[config.mk]
export PLATFORM = sky130hd
export DESIGN_NAME = ex_stage
export DESIGN_NICKNAME = d
export VERILOG_FILES = /design/src/common/ex_pkg.sv /design/src/hw/ex_decode.sv /design/src/hw/ex_alu.sv /design/src/mult/ex_mult.sv /design/src/hw/ex_result.sv /design/src/hw/ex_stage.sv
export SDC_FILE = /design/constraint.sdc
export NUM_CORES = 1
export LEC_CHECK = 0
export BUFFER_PORTS_ARGS = -buffer_cell sky130_fd_sc_hd__clkbuf_2
export CORE_AREA = 2 2 231 176
export DETAILED_ROUTE_END_ITERATION = 7
export DIE_AREA = 0 0 233 178
export PLACE_DENSITY = 0.75
export SLEW_MARGIN = 30
export SYNTH_ARGS = -nofsm -noshare
export SYNTH_HDL_FRONTEND = slang
export SYNTH_SLANG_ARGS = --single-unit
[constraint.sdc]
create_clock -name clk -period 4.92 [get_ports clk]
set_clock_uncertainty 0.2 [all_clocks]
set_input_delay 0.246 -clock clk [delete_from_list [all_inputs] [get_ports clk]]
set_output_delay 0.246 -clock clk [all_outputs]
set_load 0.05 [all_outputs]
[src/common/ex_pkg.sv]
`default_nettype none

package ex_pkg;

  ////////////////////
  // Widths
  ////////////////////

  // Data word
  localparam int unsigned XLEN = 32;
  // Register file index
  localparam int unsigned REG_ADDR_W = 5;
  // Shift amount, also sizes the multiplier step counter
  localparam int unsigned SHAMT_W = 5;

  ////////////////////
  // Operations
  ////////////////////

  // Issued operation, fixed encoding
  // Codes 5'h12 and up are undefined and decode as illegal
  typedef enum logic [4:0] {
    OP_ADD   = 5'h00,
    OP_SUB   = 5'h01,
    OP_AND   = 5'h02,
    OP_OR    = 5'h03,
    OP_XOR   = 5'h04,
    OP_SLL   = 5'h05,
    OP_SRL   = 5'h06,
    OP_SRA   = 5'h07,
    OP_SLT   = 5'h08,
    OP_SLTU  = 5'h09,
    OP_BEQ   = 5'h0a,
    OP_BNE   = 5'h0b,
    OP_BLT   = 5'h0c,
    OP_BGE   = 5'h0d,
    OP_BLTU  = 5'h0e,
    OP_BGEU  = 5'h0f,
    OP_MUL   = 5'h10,
    OP_MULHU = 5'h11
  } ex_op_e;

  // Unit that produces the result
  typedef enum logic [1:0] {
    UNIT_ALU    = 2'd0,
    UNIT_BRANCH = 2'd1,
    UNIT_MUL    = 2'd2,
    UNIT_NONE   = 2'd3
  } ex_unit_e;

  // Function applied by the ALU
  // Branch compares land on the compare group
  typedef enum logic [3:0] {
    ALU_ADD  = 4'd0,
    ALU_SUB  = 4'd1,
    ALU_AND  = 4'd2,
    ALU_OR   = 4'd3,
    ALU_XOR  = 4'd4,
    ALU_SLL  = 4'd5,
    ALU_SRL  = 4'd6,
    ALU_SRA  = 4'd7,
    ALU_SLT  = 4'd8,
    ALU_SLTU = 4'd9,
    ALU_EQ   = 4'd10,
    ALU_NE   = 4'd11,
    ALU_LT   = 4'd12,
    ALU_GE   = 4'd13,
    ALU_LTU  = 4'd14,
    ALU_GEU  = 4'd15
  } alu_fn_e;

  ////////////////////
  // Packets
  ////////////////////

  // Issued instruction, 140 bits
  typedef struct packed {
    ex_op_e                  op;
    logic [XLEN-1:0]         operand_a;
    logic [XLEN-1:0]         operand_b;
    logic [XLEN-1:0]         operand_c;   // branch target
    logic [REG_ADDR_W-1:0]   rd;
    logic                    rf_we;
    logic [XLEN-1:0]         pc;
    logic                    exc;         // fault from an earlier stage
  } id_ex_pkt_t;

  // Writeback packet, 106 bits
  typedef struct packed {
    logic                    rf_we;
    logic [REG_ADDR_W-1:0]   rd;
    logic [XLEN-1:0]         rf_wdata;
    logic [XLEN-1:0]         pc;
    logic                    illegal;
    logic                    exc;
    logic                    bch_qual;
    logic                    bch_taken;
    logic [XLEN-1:0]         bch_target;
  } ex_wb_pkt_t;

endpackage

`default_nettype wire

[src/hw/ex_decode.sv]
`timescale 1ns/10ps
`default_nettype none

module ex_decode import ex_pkg::*; (
  input  ex_op_e   op_i,
  input  logic     exc_i,
  input  logic     rf_we_i,
  output ex_unit_e unit_o,
  output alu_fn_e  alu_fn_o,
  output logic     mul_high_o,
  output logic     illegal_o,
  output logic     rf_we_o
);

  ex_unit_e unit_raw;

  // Operation to unit and ALU function
  always_comb begin
    unit_raw  = UNIT_ALU;
    alu_fn_o  = ALU_ADD;
    illegal_o = 1'b0;
    case (op_i)
      OP_ADD:   alu_fn_o = ALU_ADD;
      OP_SUB:   alu_fn_o = ALU_SUB;
      OP_AND:   alu_fn_o = ALU_AND;
      OP_OR:    alu_fn_o = ALU_OR;
      OP_XOR:   alu_fn_o = ALU_XOR;
      OP_SLL:   alu_fn_o = ALU_SLL;
      OP_SRL:   alu_fn_o = ALU_SRL;
      OP_SRA:   alu_fn_o = ALU_SRA;
      OP_SLT:   alu_fn_o = ALU_SLT;
      OP_SLTU:  alu_fn_o = ALU_SLTU;
      // Branches only need the compare outcome
      OP_BEQ:   begin unit_raw = UNIT_BRANCH; alu_fn_o = ALU_EQ;  end
      OP_BNE:   begin unit_raw = UNIT_BRANCH; alu_fn_o = ALU_NE;  end
      OP_BLT:   begin unit_raw = UNIT_BRANCH; alu_fn_o = ALU_LT;  end
      OP_BGE:   begin unit_raw = UNIT_BRANCH; alu_fn_o = ALU_GE;  end
      OP_BLTU:  begin unit_raw = UNIT_BRANCH; alu_fn_o = ALU_LTU; end
      OP_BGEU:  begin unit_raw = UNIT_BRANCH; alu_fn_o = ALU_GEU; end
      OP_MUL,
      OP_MULHU: unit_raw = UNIT_MUL;
      default: begin
        // Undefined code
        unit_raw  = UNIT_NONE;
        illegal_o = 1'b1;
      end
    endcase
  end

  // Faulted instruction never reaches a unit, so no multiply starts
  assign unit_o = exc_i ? UNIT_NONE : unit_raw;

  // Picks the upper product word
  assign mul_high_o = (op_i == OP_MULHU);

  // No register write for branches, illegal codes or faults
  assign rf_we_o = rf_we_i && !illegal_o && !exc_i && (unit_raw != UNIT_BRANCH);

endmodule

`default_nettype wire

[src/hw/ex_alu.sv]
`timescale 1ns/10ps
`default_nettype none

module ex_alu import ex_pkg::*; (
  input  alu_fn_e         fn_i,
  input  logic [XLEN-1:0] operand_a_i,
  input  logic [XLEN-1:0] operand_b_i,
  output logic [XLEN-1:0] result_o,
  output logic            cmp_o
);

  logic [XLEN-1:0]    sum;
  logic [XLEN-1:0]    diff;
  logic [SHAMT_W-1:0] shamt;
  logic [XLEN-1:0]    sll_res;
  logic [XLEN-1:0]    srl_res;
  logic [XLEN-1:0]    sra_res;
  logic               is_eq;
  logic               lt_s;
  logic               lt_u;

  ////////////////////
  // Datapath
  ////////////////////

  assign sum  = operand_a_i + operand_b_i;
  assign diff = operand_a_i - operand_b_i;

  // Only the low bits of B count as shift amount
  assign shamt   = operand_b_i[SHAMT_W-1:0];
  assign sll_res = operand_a_i << shamt;
  assign srl_res = operand_a_i >> shamt;
  // Sign fill from bit 31
  assign sra_res = $signed(operand_a_i) >>> shamt;

  // Comparators
  assign is_eq = (operand_a_i == operand_b_i);
  assign lt_s  = ($signed(operand_a_i) < $signed(operand_b_i));
  assign lt_u  = (operand_a_i < operand_b_i);

  ////////////////////
  // Compare select
  ////////////////////

  always_comb begin
    case (fn_i)
      ALU_SLT,
      ALU_LT:   cmp_o = lt_s;
      ALU_SLTU,
      ALU_LTU:  cmp_o = lt_u;
      ALU_EQ:   cmp_o = is_eq;
      ALU_NE:   cmp_o = !is_eq;
      ALU_GE:   cmp_o = !lt_s;
      ALU_GEU:  cmp_o = !lt_u;
      default:  cmp_o = 1'b0;
    endcase
  end

  ////////////////////
  // Result select
  ////////////////////

  always_comb begin
    case (fn_i)
      ALU_ADD:  result_o = sum;
      ALU_SUB:  result_o = diff;
      ALU_AND:  result_o = operand_a_i & operand_b_i;
      ALU_OR:   result_o = operand_a_i | operand_b_i;
      ALU_XOR:  result_o = operand_a_i ^ operand_b_i;
      ALU_SLL:  result_o = sll_res;
      ALU_SRL:  result_o = srl_res;
      ALU_SRA:  result_o = sra_res;
      // Set-less-than writes the compare as 0/1
      ALU_SLT,
      ALU_SLTU: result_o = {{(XLEN-1){1'b0}}, cmp_o};
      // Branch compares write nothing back
      default:  result_o = diff;
    endcase
  end

endmodule

`default_nettype wire

[src/mult/ex_mult.sv]
`timescale 1ns/10ps
`default_nettype none

module ex_mult import ex_pkg::*; (
  input  logic            clk,
  input  logic            rst_n,
  input  logic            start_i,
  input  logic            high_i,
  input  logic [XLEN-1:0] op_a_i,
  input  logic [XLEN-1:0] op_b_i,
  input  logic            out_free_i,
  output logic            mul_busy_o,
  output logic            mul_done_o,
  output logic [XLEN-1:0] mul_result_o
);

  typedef enum logic [1:0] {
    MUL_IDLE = 2'd0,
    MUL_RUN  = 2'd1,
    MUL_HOLD = 2'd2
  } mul_state_e;

  mul_state_e          state_q;
  logic [SHAMT_W-1:0]  step_q;
  logic [XLEN-1:0]     mcand_q;
  logic [2*XLEN-1:0]   acc_q;
  logic                high_q;
  logic [XLEN:0]       partial;

  ////////////////////
  // Control FSM
  ////////////////////

  // One step per RUN cycle, last step at step_q all ones
  always_ff @(posedge clk or negedge rst_n) begin
    if (!rst_n) begin
      state_q <= MUL_IDLE;
      step_q  <= '0;
    end else begin
      case (state_q)
        MUL_IDLE: begin
          if (start_i) begin
            state_q <= MUL_RUN;
            step_q  <= '0;
          end
        end
        MUL_RUN: begin
          step_q <= step_q + 1'b1;
          if (step_q == '1) begin
            state_q <= MUL_HOLD;
          end
        end
        MUL_HOLD: begin
          // Product leaves once the output register takes it
          if (out_free_i) begin
            state_q <= MUL_IDLE;
          end
        end
        default: state_q <= MUL_IDLE;
      endcase
    end
  end

  ////////////////////
  // Shift-add datapath
  ////////////////////

  // Upper half plus multiplicand when the current multiplier bit is set
  assign partial = {1'b0, acc_q[2*XLEN-1:XLEN]} + (acc_q[0] ? {1'b0, mcand_q} : '0);

  always_ff @(posedge clk) begin
    if (state_q == MUL_IDLE && start_i) begin
      mcand_q <= op_a_i;
      // Multiplier sits in the low half and shifts out
      acc_q   <= {{XLEN{1'b0}}, op_b_i};
      high_q  <= high_i;
    end else if (state_q == MUL_RUN) begin
      acc_q <= {partial, acc_q[XLEN-1:1]};
    end
  end

  assign mul_busy_o   = (state_q != MUL_IDLE);
  // Strobe for the single cycle the product moves out
  assign mul_done_o   = (state_q == MUL_HOLD) && out_free_i;
  assign mul_result_o = high_q ? acc_q[2*XLEN-1:XLEN] : acc_q[XLEN-1:0];

endmodule

`default_nettype wire

[src/hw/ex_result.sv]
`timescale 1ns/10ps
`default_nettype none

module ex_result import ex_pkg::*; (
  input  logic            clk,
  input  logic            rst_n,
  input  logic            instr_valid_i,
  input  id_ex_pkt_t      instr_i,
  input  ex_unit_e        unit_i,
  input  logic            illegal_i,
  input  logic            rf_we_i,
  input  logic [XLEN-1:0] alu_result_i,
  input  logic            cmp_i,
  input  logic            mul_busy_i,
  input  logic            mul_done_i,
  input  logic [XLEN-1:0] mul_result_i,
  input  logic            wb_ready_i,
  output logic            ex_ready_o,
  output logic            mul_start_o,
  output logic            out_free_o,
  output logic            ex_valid_o,
  output ex_wb_pkt_t      ex_wb_o
);

  logic                  accept;
  logic                  load_direct;
  logic                  is_branch;
  ex_wb_pkt_t            pkt_direct;
  ex_wb_pkt_t            pkt_mul;
  logic [REG_ADDR_W-1:0] mul_rd_q;
  logic [XLEN-1:0]       mul_pc_q;
  logic                  mul_we_q;

  ////////////////////
  // Handshake
  ////////////////////

  // Output slot is free when empty or being drained this cycle
  assign out_free_o  = !ex_valid_o || wb_ready_i;
  assign ex_ready_o  = !mul_busy_i && out_free_o;
  assign accept      = instr_valid_i && ex_ready_o;
  assign mul_start_o = accept && (unit_i == UNIT_MUL);
  // Everything except a multiply lands in the output register at once
  assign load_direct = accept && (unit_i != UNIT_MUL);

  // Multiply destination waits here for the product
  always_ff @(posedge clk) begin
    if (mul_start_o) begin
      mul_rd_q <= instr_i.rd;
      mul_pc_q <= instr_i.pc;
      mul_we_q <= rf_we_i;
    end
  end

  ////////////////////
  // Packet build
  ////////////////////

  assign is_branch = (unit_i == UNIT_BRANCH);

  always_comb begin
    pkt_direct.rf_we      = rf_we_i;
    pkt_direct.rd         = instr_i.rd;
    pkt_direct.rf_wdata   = alu_result_i;
    pkt_direct.pc         = instr_i.pc;
    pkt_direct.illegal    = illegal_i;
    // Illegal code is reported as an exception too
    pkt_direct.exc        = instr_i.exc || illegal_i;
    pkt_direct.bch_qual   = is_branch;
    pkt_direct.bch_taken  = is_branch && cmp_i;
    pkt_direct.bch_target = instr_i.operand_c;
  end

  always_comb begin
    pkt_mul            = '0;
    pkt_mul.rf_we      = mul_we_q;
    pkt_mul.rd         = mul_rd_q;
    pkt_mul.rf_wdata   = mul_result_i;
    pkt_mul.pc         = mul_pc_q;
  end

  ////////////////////
  // Output register
  ////////////////////

  always_ff @(posedge clk or negedge rst_n) begin
    if (!rst_n) begin
      ex_valid_o <= 1'b0;
      ex_wb_o    <= '0;
    end else begin
      if (load_direct) begin
        ex_valid_o <= 1'b1;
        ex_wb_o    <= pkt_direct;
      end else if (mul_done_i) begin
        ex_valid_o <= 1'b1;
        ex_wb_o    <= pkt_mul;
      end else if (wb_ready_i) begin
        // Consumed with nothing behind it, bubble
        ex_valid_o <= 1'b0;
      end
    end
  end

endmodule

`default_nettype wire

[src/hw/ex_stage.sv]
`timescale 1ns/10ps
`default_nettype none

module ex_stage import ex_pkg::*; (
  input  logic       clk,
  input  logic       rst_n,
  input  logic       instr_valid_i,
  input  id_ex_pkt_t instr_i,
  output logic       ex_ready_o,
  output logic       ex_valid_o,
  output ex_wb_pkt_t ex_wb_o,
  input  logic       wb_ready_i
);

  // Decode outputs
  ex_unit_e        unit;
  alu_fn_e         alu_fn;
  logic            mul_high;
  logic            illegal;
  logic            rf_we;

  // ALU outputs
  logic [XLEN-1:0] alu_result;
  logic            alu_cmp;

  // Multiplier handshake
  logic            mul_start;
  logic            out_free;
  logic            mul_busy;
  logic            mul_done;
  logic [XLEN-1:0] mul_result;

  ////////////////////
  // Decode
  ////////////////////

  ex_decode decode_i (
    .op_i       (instr_i.op),
    .exc_i      (instr_i.exc),
    .rf_we_i    (instr_i.rf_we),
    .unit_o     (unit),
    .alu_fn_o   (alu_fn),
    .mul_high_o (mul_high),
    .illegal_o  (illegal),
    .rf_we_o    (rf_we)
  );

  ////////////////////
  // Execute
  ////////////////////

  ex_alu alu_i (
    .fn_i        (alu_fn),
    .operand_a_i (instr_i.operand_a),
    .operand_b_i (instr_i.operand_b),
    .result_o    (alu_result),
    .cmp_o       (alu_cmp)
  );

  ex_mult mult_i (
    .clk          (clk),
    .rst_n        (rst_n),
    .start_i      (mul_start),
    .high_i       (mul_high),
    .op_a_i       (instr_i.operand_a),
    .op_b_i       (instr_i.operand_b),
    .out_free_i   (out_free),
    .mul_busy_o   (mul_busy),
    .mul_done_o   (mul_done),
    .mul_result_o (mul_result)
  );

  ////////////////////
  // Result
  ////////////////////

  ex_result result_i (
    .clk           (clk),
    .rst_n         (rst_n),
    .instr_valid_i (instr_valid_i),
    .instr_i       (instr_i),
    .unit_i        (unit),
    .illegal_i     (illegal),
    .rf_we_i       (rf_we),
    .alu_result_i  (alu_result),
    .cmp_i         (alu_cmp),
    .mul_busy_i    (mul_busy),
    .mul_done_i    (mul_done),
    .mul_result_i  (mul_result),
    .wb_ready_i    (wb_ready_i),
    .ex_ready_o    (ex_ready_o),
    .mul_start_o   (mul_start),
    .out_free_o    (out_free),
    .ex_valid_o    (ex_valid_o),
    .ex_wb_o       (ex_wb_o)
  );

endmodule

`default_nettype wire

======== Word level (Yosys, flattened, before mapping) ========
Index checks and enable logic that the tools add are counted.
storage, ports and cells
  flip-flop bits (word level) ............. 249
cells by class
  equal/unequal tests ..................... 42
  bitwise operators ....................... 3
  order comparisons ....................... 2
  reduce and logical (&&, ||, !) cells .... 35
  muxes and demuxes ....................... 21
  add/subtract/negate cells ............... 4
  shift operators ......................... 3
operators with widths
  operator                                                         number
  32-bit case mux with 8 select lines                              1
  106-bit two-way mux                                              2
  32-bit two-way mux                                               4
  32-bit < comparator                                              2
  4-bit case mux with 15 select lines                              1
  5-bit by 4-bit == test with 1-bit output, second input constant  8
  32-bit by 32-bit adder with 33-bit output                        1
  32-bit adder                                                     1
  32-bit bitwise AND                                               1
  32-bit == test                                                   1
  4-bit == test, second input constant                             8
  32-bit OR                                                        1
  32-bit by 5-bit left shift with 32-bit output                    1
  32-bit by 5-bit >> shifter with 32-bit output                    1
  32-bit by 5-bit >>> shifter with 32-bit output                   1
  32-bit subtractor                                                1
  32-bit XOR                                                       1
  5-bit by 3-bit == test with 1-bit output, second input constant  4
  18-bit OR reduction                                              1
  4-bit by 3-bit == test with 1-bit output, second input constant  4
  5-bit == test, second input constant                             3
  2-bit case mux with 3 select lines                               2
  5-bit by 2-bit == test with 1-bit output, second input constant  2
  1-bit logical AND                                                10
  other kinds (24)                                                 48

======== Logic depth before layout (Yosys ltp) ========
Gate-level depths: netlist of the first run.
  depth in word-level cells ............... 8
  mapped depth ............................ 16
  gate-level depth less buffers ........... 13

======== Cells and area by module ========
From an unflattened synthesis of the first run, not the netlist that was laid out.
second synthesis, totals
  cell total of the unflattened synthesis .. 2398
  area total of the unflattened synthesis .. 21346.7 um^2
by module, submodules not included
  module     cells each  instances  area an instance (um^2)
  ex_alu     1346        1          8793.4
  ex_result  390         1          6349.8
  ex_mult    649         1          6108.4
  ex_decode  13          1          95.1

======== Worst setup path after synthesis of the first run ========
No wires, ideal clock.
  path kind ............................... register to register
  start point ............................. register result_i.ex_valid_o
  end point ............................... register mult_i.acc_q[0] (enable)
  cell stages (with the launch flop) ...... 6
  clock period less this slack ............ 5.580 ns
  data arrival time ....................... 4.993 ns
  setup slack ............................. -0.660 ns
  required time ........................... 4.333 ns
  library setup time ...................... 0.387 ns
  path buffers ............................ 0
  cell sequence ........................... dfrtp_1 -> nand2b_1 -> nand4_1 -> nor3_1 -> nor2_1 -> inv_1
on the way
  word-level cells in the longest chain between the ends .. 7
ends and longest elaborated chain
  item                                 line             source
  start, declared                      ex_result.sv:21  output logic ex_valid_o,
  start signal, assigned               ex_result.sv:88  ex_valid_o <= 1'b0;
  start signal, assigned               ex_result.sv:92  ex_valid_o <= 1'b1;
  start signal, assigned               ex_result.sv:95  ex_valid_o <= 1'b1;
  1-bit logical NOT                    ex_result.sv:39  assign out_free_o = !ex_valid_o || wb_ready_i;
  1-bit logical OR                     ex_result.sv:39
  1-bit logical AND                    ex_result.sv:40  assign ex_ready_o = !mul_busy_i && out_free_o;
  1-bit logical AND                    ex_result.sv:41  assign accept = instr_valid_i && ex_ready_o;
  1-bit logical AND                    ex_result.sv:42  assign mul_start_o = accept && (unit_i == UNIT_MUL);
  named net mul_start                  ex_stage.sv:27   logic mul_start;
  1-bit logical AND                    ex_mult.sv:72    if (state_q == MUL_IDLE && start_i) begin
  2-bit nonzero test (no source line)  n/a
  end signal, assigned                 ex_mult.sv:75    acc_q <= {{XLEN{1'b0}}, op_b_i};
  end signal, assigned                 ex_mult.sv:78    acc_q <= {partial, acc_q[XLEN-1:1]};
  end, declared                        ex_mult.sv:26    logic [2*XLEN-1:0] acc_q;
The timed path passes the listed nets, and every way through them passes these cells.
A chain may end at the register's enable or synchronous reset.

======== Final worst setup path of the first run ========
  start point ............................. register mult_i.acc_q[0]
  end point ............................... register mult_i.acc_q[63]
on the way
  word-level cells in the longest chain between the ends .. 2
ends and longest elaborated chain
  item                                       line           source
  32-bit two-way mux                         ex_mult.sv:69  assign partial = {1'b0, acc_q[2*XLEN-1:XLEN]} + (acc_q[0] ? {1'b0, mcand_q} : '0);
  32-bit by 32-bit adder with 33-bit output  ex_mult.sv:69
Every way passes these cells.

==> results of run 1 <==
-- power by group through the flow --
| stage | logic [uW] | clock network, uW | registers, uW |
|---|---|---|---|
| after floorplan | 2550 | 0 | 4580 |
| after global placement | 5290 | 0 | 3340 |
| after detailed placement | 5370 | 0 | 3370 |
| after CTS | 5480 | 2120 | 3350 |
| after global routing | 5960 | 2200 | 3430 |
| final | 5600 | 2120 | 3370 |
-- sequential cells by signal, summed over array words and instances (netlist names) --
signal and flops:
mult_i.high_q 1, mult_i.state_q 2, mult_i.acc_q 64, result_i.ex_wb_o 106
result_i.ex_valid_o 1, result_i.mul_rd_q 5, mult_i.step_q 5, mult_i.mcand_q 32
result_i.mul_we_q 1, result_i.mul_pc_q 32
-- routing by layer --
metal	up-vias	track usage	part of all wire
met4	2	0.124	0.030
met1	10545	0.594	0.42
met5	-	0	0.00015
met2	1394	0.577	0.41
met3	181	0.172	0.14
li1	9584	-	-
-- per-stage QoR --
step                      setup slack, ns   util
after floorplan                     0.654      -
after global placement              0.951  0.576
after detailed placement            0.912  0.576
after CTS                           0.953  0.629
after global routing                0.529  0.629
final                               0.836  0.629
-- kinds of logic (layout without fill, tap and decap cells) --
group	Yosys count	count (layout)	synth area share
muxes	161	161	0.114
buffers and inverters	293	598	0.0588
adders and majority gates	134	134	0.0813
and+or+nand+nor	794	794	0.170
xor gates and xnor gates	45	45	0.0189
DFF	249	249	0.315
other	0	3	0
AOI/OAI and AO/OA	772	772	0.242
-- cell usage after synthesis (20+ instances only) --
cell type  count  share of area
nand2_1      367          0.066
o21ai_0      183          0.044
nor2_1       178          0.032
a21oi_1      177          0.042
ha_1         131          0.078
clkbuf_1     115          0.021
dfrtp_1      114           0.14
inv_1        113          0.020
edfxtp_1     103           0.15
mux2i_1       77          0.037
a22oi_1       56          0.020
mux4_2        54          0.058
nor3_1        47          0.011
a211oi_1      43          0.015
nand3_1       41         0.0098
a21o_1        38          0.014
and2_1        36          0.011
dfxtp_1       32          0.031
o211ai_1      32          0.011
a31oi_1       29         0.0087
xnor2_1       29          0.012
buf_2         26         0.0062
a221oi_1      21         0.0088
mux2_2        21          0.011
nand2b_1      21         0.0063
o21ai_1       21         0.0050
buf_1         20         0.0036
-- layout make-up --
| cell class | count | area share |
|---|---|---|
| repair buffers | 432 | 0.119 |
| flip-flops and latches | 249 | 0.267 |
| inverters | 118 | 0.0180 |
| diodes | 3 | 0.000304 |
| well taps | 520 | 0.0264 |
| clock buffers | 31 | 0.0276 |
| clock inverters | 17 | 0.00858 |
| multi-input cells | 1906 | 0.533 |
-- worst paths after layout --
| kind | startpoint | endpoint | cells past startpoint | slack (ns) |
|---|---|---|---|---|
| worst max-delay path | mult_i.acc_q[0]$_DFFE_PP_ | mult_i.acc_q[63]$_SDFFE_PP0P_ | 14 | 0.84 |
| worst min-delay path | instr_i[135] | result_i.ex_wb_o[32]$_DFFE_PN0P_ | 4 | 0.02 |
| worst max register to register | mult_i.acc_q[0]$_DFFE_PP_ | mult_i.acc_q[63]$_SDFFE_PP0P_ | 14 | 0.84 |
| worst min register to register | result_i.mul_pc_q[24]$_DFFE_PP_ | result_i.ex_wb_o[60]$_DFFE_PN0P_ | 2 | 0.26 |
| max in group asynchronous | rst_n | result_i.ex_wb_o[15]$_DFFE_PN0P_ | 3 | 3.24 |
| min in group asynchronous | rst_n | result_i.ex_wb_o[81]$_DFFE_PN0P_ | 2 | 0.09 |
-- what timing repair did --
action / CTS / global route
hold buffers: 118 / 1
endpoints found under the hold margin: 209 / 1
buffers inserted: 0 / 0
gates resized for setup: 0 / 0
-- tightest hold or removal path, cell delays in order --
cell and delay (ns):
clkbuf_2 0.20, nor2_1 0.15, o211ai_1 0.08, nand3_1 0.08
==> results_dict.tcl, run 1 <==
set metrics [dict create \
    endpoint_kind "flop" \
    crit_arrival_ns 4.38 \
    hold_slack_ns 0.0230 \
    seq_power_share 0.304 \
    antenna_found_initial 8 \
    outcome "finished, final reports clean" \
    routed_wl_um 88200 \
    synthFlopType "dfrtp_1" \
    syn-cell-area_sq_um 20900 \
    rsz0062_at_grt "false" \
    yosysSeqAreaShare 0.315 \
    fmax_mhz 245 \
    post_dp_cell_area_sq_um 22600 \
    tightest_slew_ns 1.04 \
    die-height_um 178 \
    ys_types 94 \
    root_buffer "clkbuf_16" \
    worstPathRequired_ns 5.21 \
    numCtsBuffers 26 \
    placed_cells 3106 \
    swShare 0.483 \
    num_rows 63 \
    final_common_cell "nand2_1" \
    crit_fanout 33 \
    ir_drop_v 0.000357 \
    ctsHtreeMaxLevel 1 \
    clk_pin_slew_worst_paths_ns 0.06 \
    cts.sinks 249 \
    p_switching_uw 5350 \
    fin_crit_sh 0.830 \
    drv_slew 0 \
    cts_tree "done" \
    ys_warn_count 0 \
    p_per_area_nw_per_um2 450 \
    synth_enable_flop_cells 103 \
    grt_pass1_vias 20563 \
    via_count 21706 \
    clockBufferDepth 3 \
    grt_max_degree 91 \
    io_pins 252 \
    fill_cells 3334 \
    multi_input_area_sq_um 13100 \
    synthArstFlopShare 0.458 \
    maxCapViolations 0 \
    ant_nets 0 \
    syn-mean-instance-area_sq_um 8.54 \
    drt_iter0_drc 2862 \
    slowest_delay_ns 0.66 \
    final_cell_mix "nand2_1 (367), clkbuf_2 (249), o21ai_0 (183)" \
    synth_nets 2726 \
    drive_gt1_frac 0.172 \
    insertion_delay_ns 0.58 \
    grtUsageTotal 0.418 \
    hold_viol_final 0 \
    cp-start-kind "flop" \
    critPathSlowestCell "a211oi_1" \
    grt_pass1_wl_um 129000 \
    overflow 0 \
    start_util 0.533 \
    setup_viol 0 \
    cp_top_family "compound AO/OA/AOI/OAI gates" \
    die_area_sq_um 41500 \
    seq_area_sq_um 6590 \
    die_w_um 233 \
    io_buffers 251 \
    synth_cells 2448 \
    fin_crit_ns 4.08 \
    place_congestion 1.07 \
    fin_setup_tns_ns 0 \
    power.total_uw 11100 \
    vias_per_cell 6.63 \
    fp.coreArea_sq_um 39200 \
    ys_ff_latch 249 \
    syn_to_final_growth_pct 18.0 \
    holdCritPathClass "in -> reg" \
    instances_no_fill 3276 \
    firstDrtPassIters 6 \
    dp_hpwl_um 66200 \
    cp_num_buf_inv 2 \
    final_nets 3011 \
    power.internal_uw 5730 \
    drc 0 \
    leakagePower_uw 0.0108 \
    stdcell_area_sq_um 24700 \
    combPwrFrac 0.505 \
    pwr-share-clk 0.191 \
    crit_type "reg -> reg" \
    wl_per_cell_um 26.9 \
    crit_chain "buf_4, and2_1, ha_1, inv_1, fa_1, nor2b_1, o21a_1, o21ai_0, a211oi_1, o211ai_2, a211oi_1, o41ai_2, o21a_1, a21oi_1" \
    slew_headroom 0.307 \
]
No activity file was read; power rests on OpenSTA's default activity.
==> run 2, diff against run 1 <==
==> constraint.sdc (replaced) <==
create_clock -name clk -period 3.5 [get_ports clk]
set_clock_uncertainty 0.2 [all_clocks]
set_input_delay 0.175 -clock clk [delete_from_list [all_inputs] [get_ports clk]]
set_output_delay 0.175 -clock clk [all_outputs]
set_load 0.05 [all_outputs]
==> run 2 against run 1 <==
  * Count of clock-buffer cells in the layout is 2 higher
  * Combinational power is 47% higher
  * Setup slack worse by 0.79 ns
  * Sequential cell count stayed put
  * Hold slack worse by 0.011 ns
  * Largest cell class unchanged
==> results_dict.tcl, run 2 (synthesis gave the netlist of run 1 again) <==
set metrics [dict create \
    outcome "finished, final reports clean" \
    die_area_sq_um 41500 \
    num_rows 63 \
    antenna_found_initial 2 \
    wl_per_cell_um 26.0 \
    rsz0062_at_grt "true" \
    critPathSlowestCell "dlygate4sd3_1" \
    r2r-start "mult_i.acc_q[0]$_DFFE_PP_" \
    crit_fanout 3 \
    cpMostUsedCell "a21oi_1" \
    cp-start-kind "primary input" \
    tightest_slew_ns 0.911 \
    hold_slack_ns 0.0121 \
    slowest_delay_ns 0.53 \
    r2r_slack_ns 0.12 \
    fin_setup_tns_ns 0 \
    p_per_area_nw_per_um2 616 \
    insertion_delay_ns 0.58 \
    setup_viol 0 \
    crit_arrival_ns 3.72 \
    slew_headroom 0.387 \
    worstPathRequired_ns 3.76 \
    clk_pin_slew_worst_paths_ns 0.07 \
    multi_input_area_sq_um 13300 \
    fmax_mhz 290 \
    cts.sinks 249 \
    crit_type "in -> reg" \
    die_w_um 233 \
    swShare 0.477 \
    io_buffers 251 \
    numCtsBuffers 27 \
    power.internal_uw 8440 \
    cp_top_family "compound AO/OA/AOI/OAI gates" \
    via_count 22512 \
    dp_hpwl_um 66700 \
    hold_viol_final 0 \
    rr_worst_depth 14 \
    syn_to_final_growth_pct 25.5 \
    ant_nets 0 \
    seq_power_share 0.294 \
    diodes 0 \
    ctsHtreeMaxLevel 1 \
    placed_cells 3252 \
    fin_crit_sh 0.987 \
    largestRegisters "result_i.ex_wb_o (106), mult_i.acc_q (64)" \
    seq_area_sq_um 6590 \
    start_util 0.533 \
    instances_no_fill 3442 \
    r2r_end "mult_i.acc_q[61]$_SDFFE_PP0P_" \
    fill_cells 3128 \
    leakagePower_uw 0.0117 \
    drive_gt1_frac 0.221 \
    vias_per_cell 6.54 \
    fin_crit_ns 3.45 \
    io_pins 252 \
    top_register "result_i.ex_wb_o" \
    final_common_cell "nand2_1" \
    grt_pass1_wl_um 131000 \
    combPwrFrac 0.509 \
    overflow 0 \
    drv_slew 0 \
    largest_reg_flops 106 \
    grtUsageTotal 0.421 \
    post_dp_cell_area_sq_um 23700 \
    routed_wl_um 89400 \
    crit_chain "dlygate4sd3_1, clkbuf_2, inv_1, fa_1, o21bai_1, a2111oi_4, buf_4, a21oi_1, or2_2, a21oi_1, o31ai_2, xnor2_1, o221ai_1, o32a_1" \
    grt_max_degree 82 \
    drc 0 \
    final_cell_mix "nand2_1 (367), clkbuf_2 (249), buf_4 (206)" \
    fp.coreArea_sq_um 39200 \
    root_buffer "clkbuf_16" \
    p_switching_uw 7700 \
    holdCritPathClass "in -> async" \
    place_congestion 1.07 \
    maxCapViolations 0 \
    final_nets 3179 \
    clockBufferDepth 3 \
    cp_num_buf_inv 4 \
    cts_tree "done" \
    stdcell_area_sq_um 26200 \
    ir_drop_v 0.000650 \
    endpoint_kind "flop" \
    drt_iter0_drc 3158 \
    pwr-share-clk 0.197 \
    firstDrtPassIters 6 \
    die-height_um 178 \
    grt_pass1_vias 21031 \
]
==> run 2: changes by cell type in the layout (fill, tap and decap cells not counted), sizes merged <==
cell | before | now
clkinvlp | 1 | 3
inv | 119 | 121
clkbuf | 280 | 282
dlygate4sd3 | 119 | 137
buf | 64 | 213
clkinv | 11 | 7
diode | 3 | 0
==> run 2: worst max-delay path by stage <==
stage | slack (ns) | from | depth (start not counted) | end
floorplan | 0.006 | instr_i[73] | 16 | result_i.ex_wb_o[32]$_DFFE_PN0P_
global placement | -0.10 | instr_i[103] | 14 | result_i.ex_wb_o[84]$_DFFE_PN0P_
detailed placement | -0.12 | instr_i[103] | 14 | result_i.ex_wb_o[84]$_DFFE_PN0P_
CTS | 0.01 | mult_i.acc_q[0]$_DFFE_PP_ | 12 | mult_i.acc_q[61]$_SDFFE_PP0P_
global route | -0.07 | mult_i.acc_q[0]$_DFFE_PP_ | 13 | mult_i.acc_q[61]$_SDFFE_PP0P_
finish | 0.05 | instr_i[104] | 14 | result_i.ex_wb_o[84]$_DFFE_PN0P_
==> run 2: power groups by stage <==
| stage | Clock [uW] | Combinational (uW) | Sequential [uW] |
|---|---|---|---|
| finish | 3180 | 8210 | 4750 |
| global route | 3320 | 8750 | 4830 |
| CTS | 3190 | 7940 | 4700 |
| detailed placement | 0 | 7750 | 4730 |
| global placement | 0 | 7600 | 4700 |
| floorplan | 0 | 3590 | 6440 |
==> run 2: repair_timing <==
item / 4_1_cts / 5_1_grt
hold buffers: 137 / 0
pin swaps: 0 / 0
gates resized for setup: 1 / 26
hold endpoints to repair: 217 / 0
endpoints found under the setup margin: 3 / 21
buffers inserted: 1 / 2
==> run 2: area by class of cell <==
type,count,area share
timing repair buffer,599,0.164
tap,520,0.0248
multi-input combinational,1906,0.506
clock buffer,33,0.0285
clock inverter,17,0.00854
inverter,118,0.0170
sequential,249,0.251
==> run 2: per-stage QoR <==
| stage | util | total power, uW | setup WS (ns) |
|---|---|---|---|
| 2_1_floorplan | - | 10000 | 0.00632 |
| 3_3_place_gp | 0.606 | 12300 | -0.103 |
| 3_5_place_dp | 0.606 | 12500 | -0.120 |
| 4_1_cts | 0.666 | 15800 | 0.0102 |
| 5_1_grt | 0.669 | 16900 | -0.0703 |
| 6_report | 0.669 | 16100 | 0.0467 |
==> run 2: routing by layer <==
layer,up-vias,global-route usage,share of wire
met4,2,0.109,0.029
met2,1666,0.585,0.41
met1,10754,0.618,0.42
met5,-,0,0.00015
met3,197,0.146,0.14
li1,9893,-,-
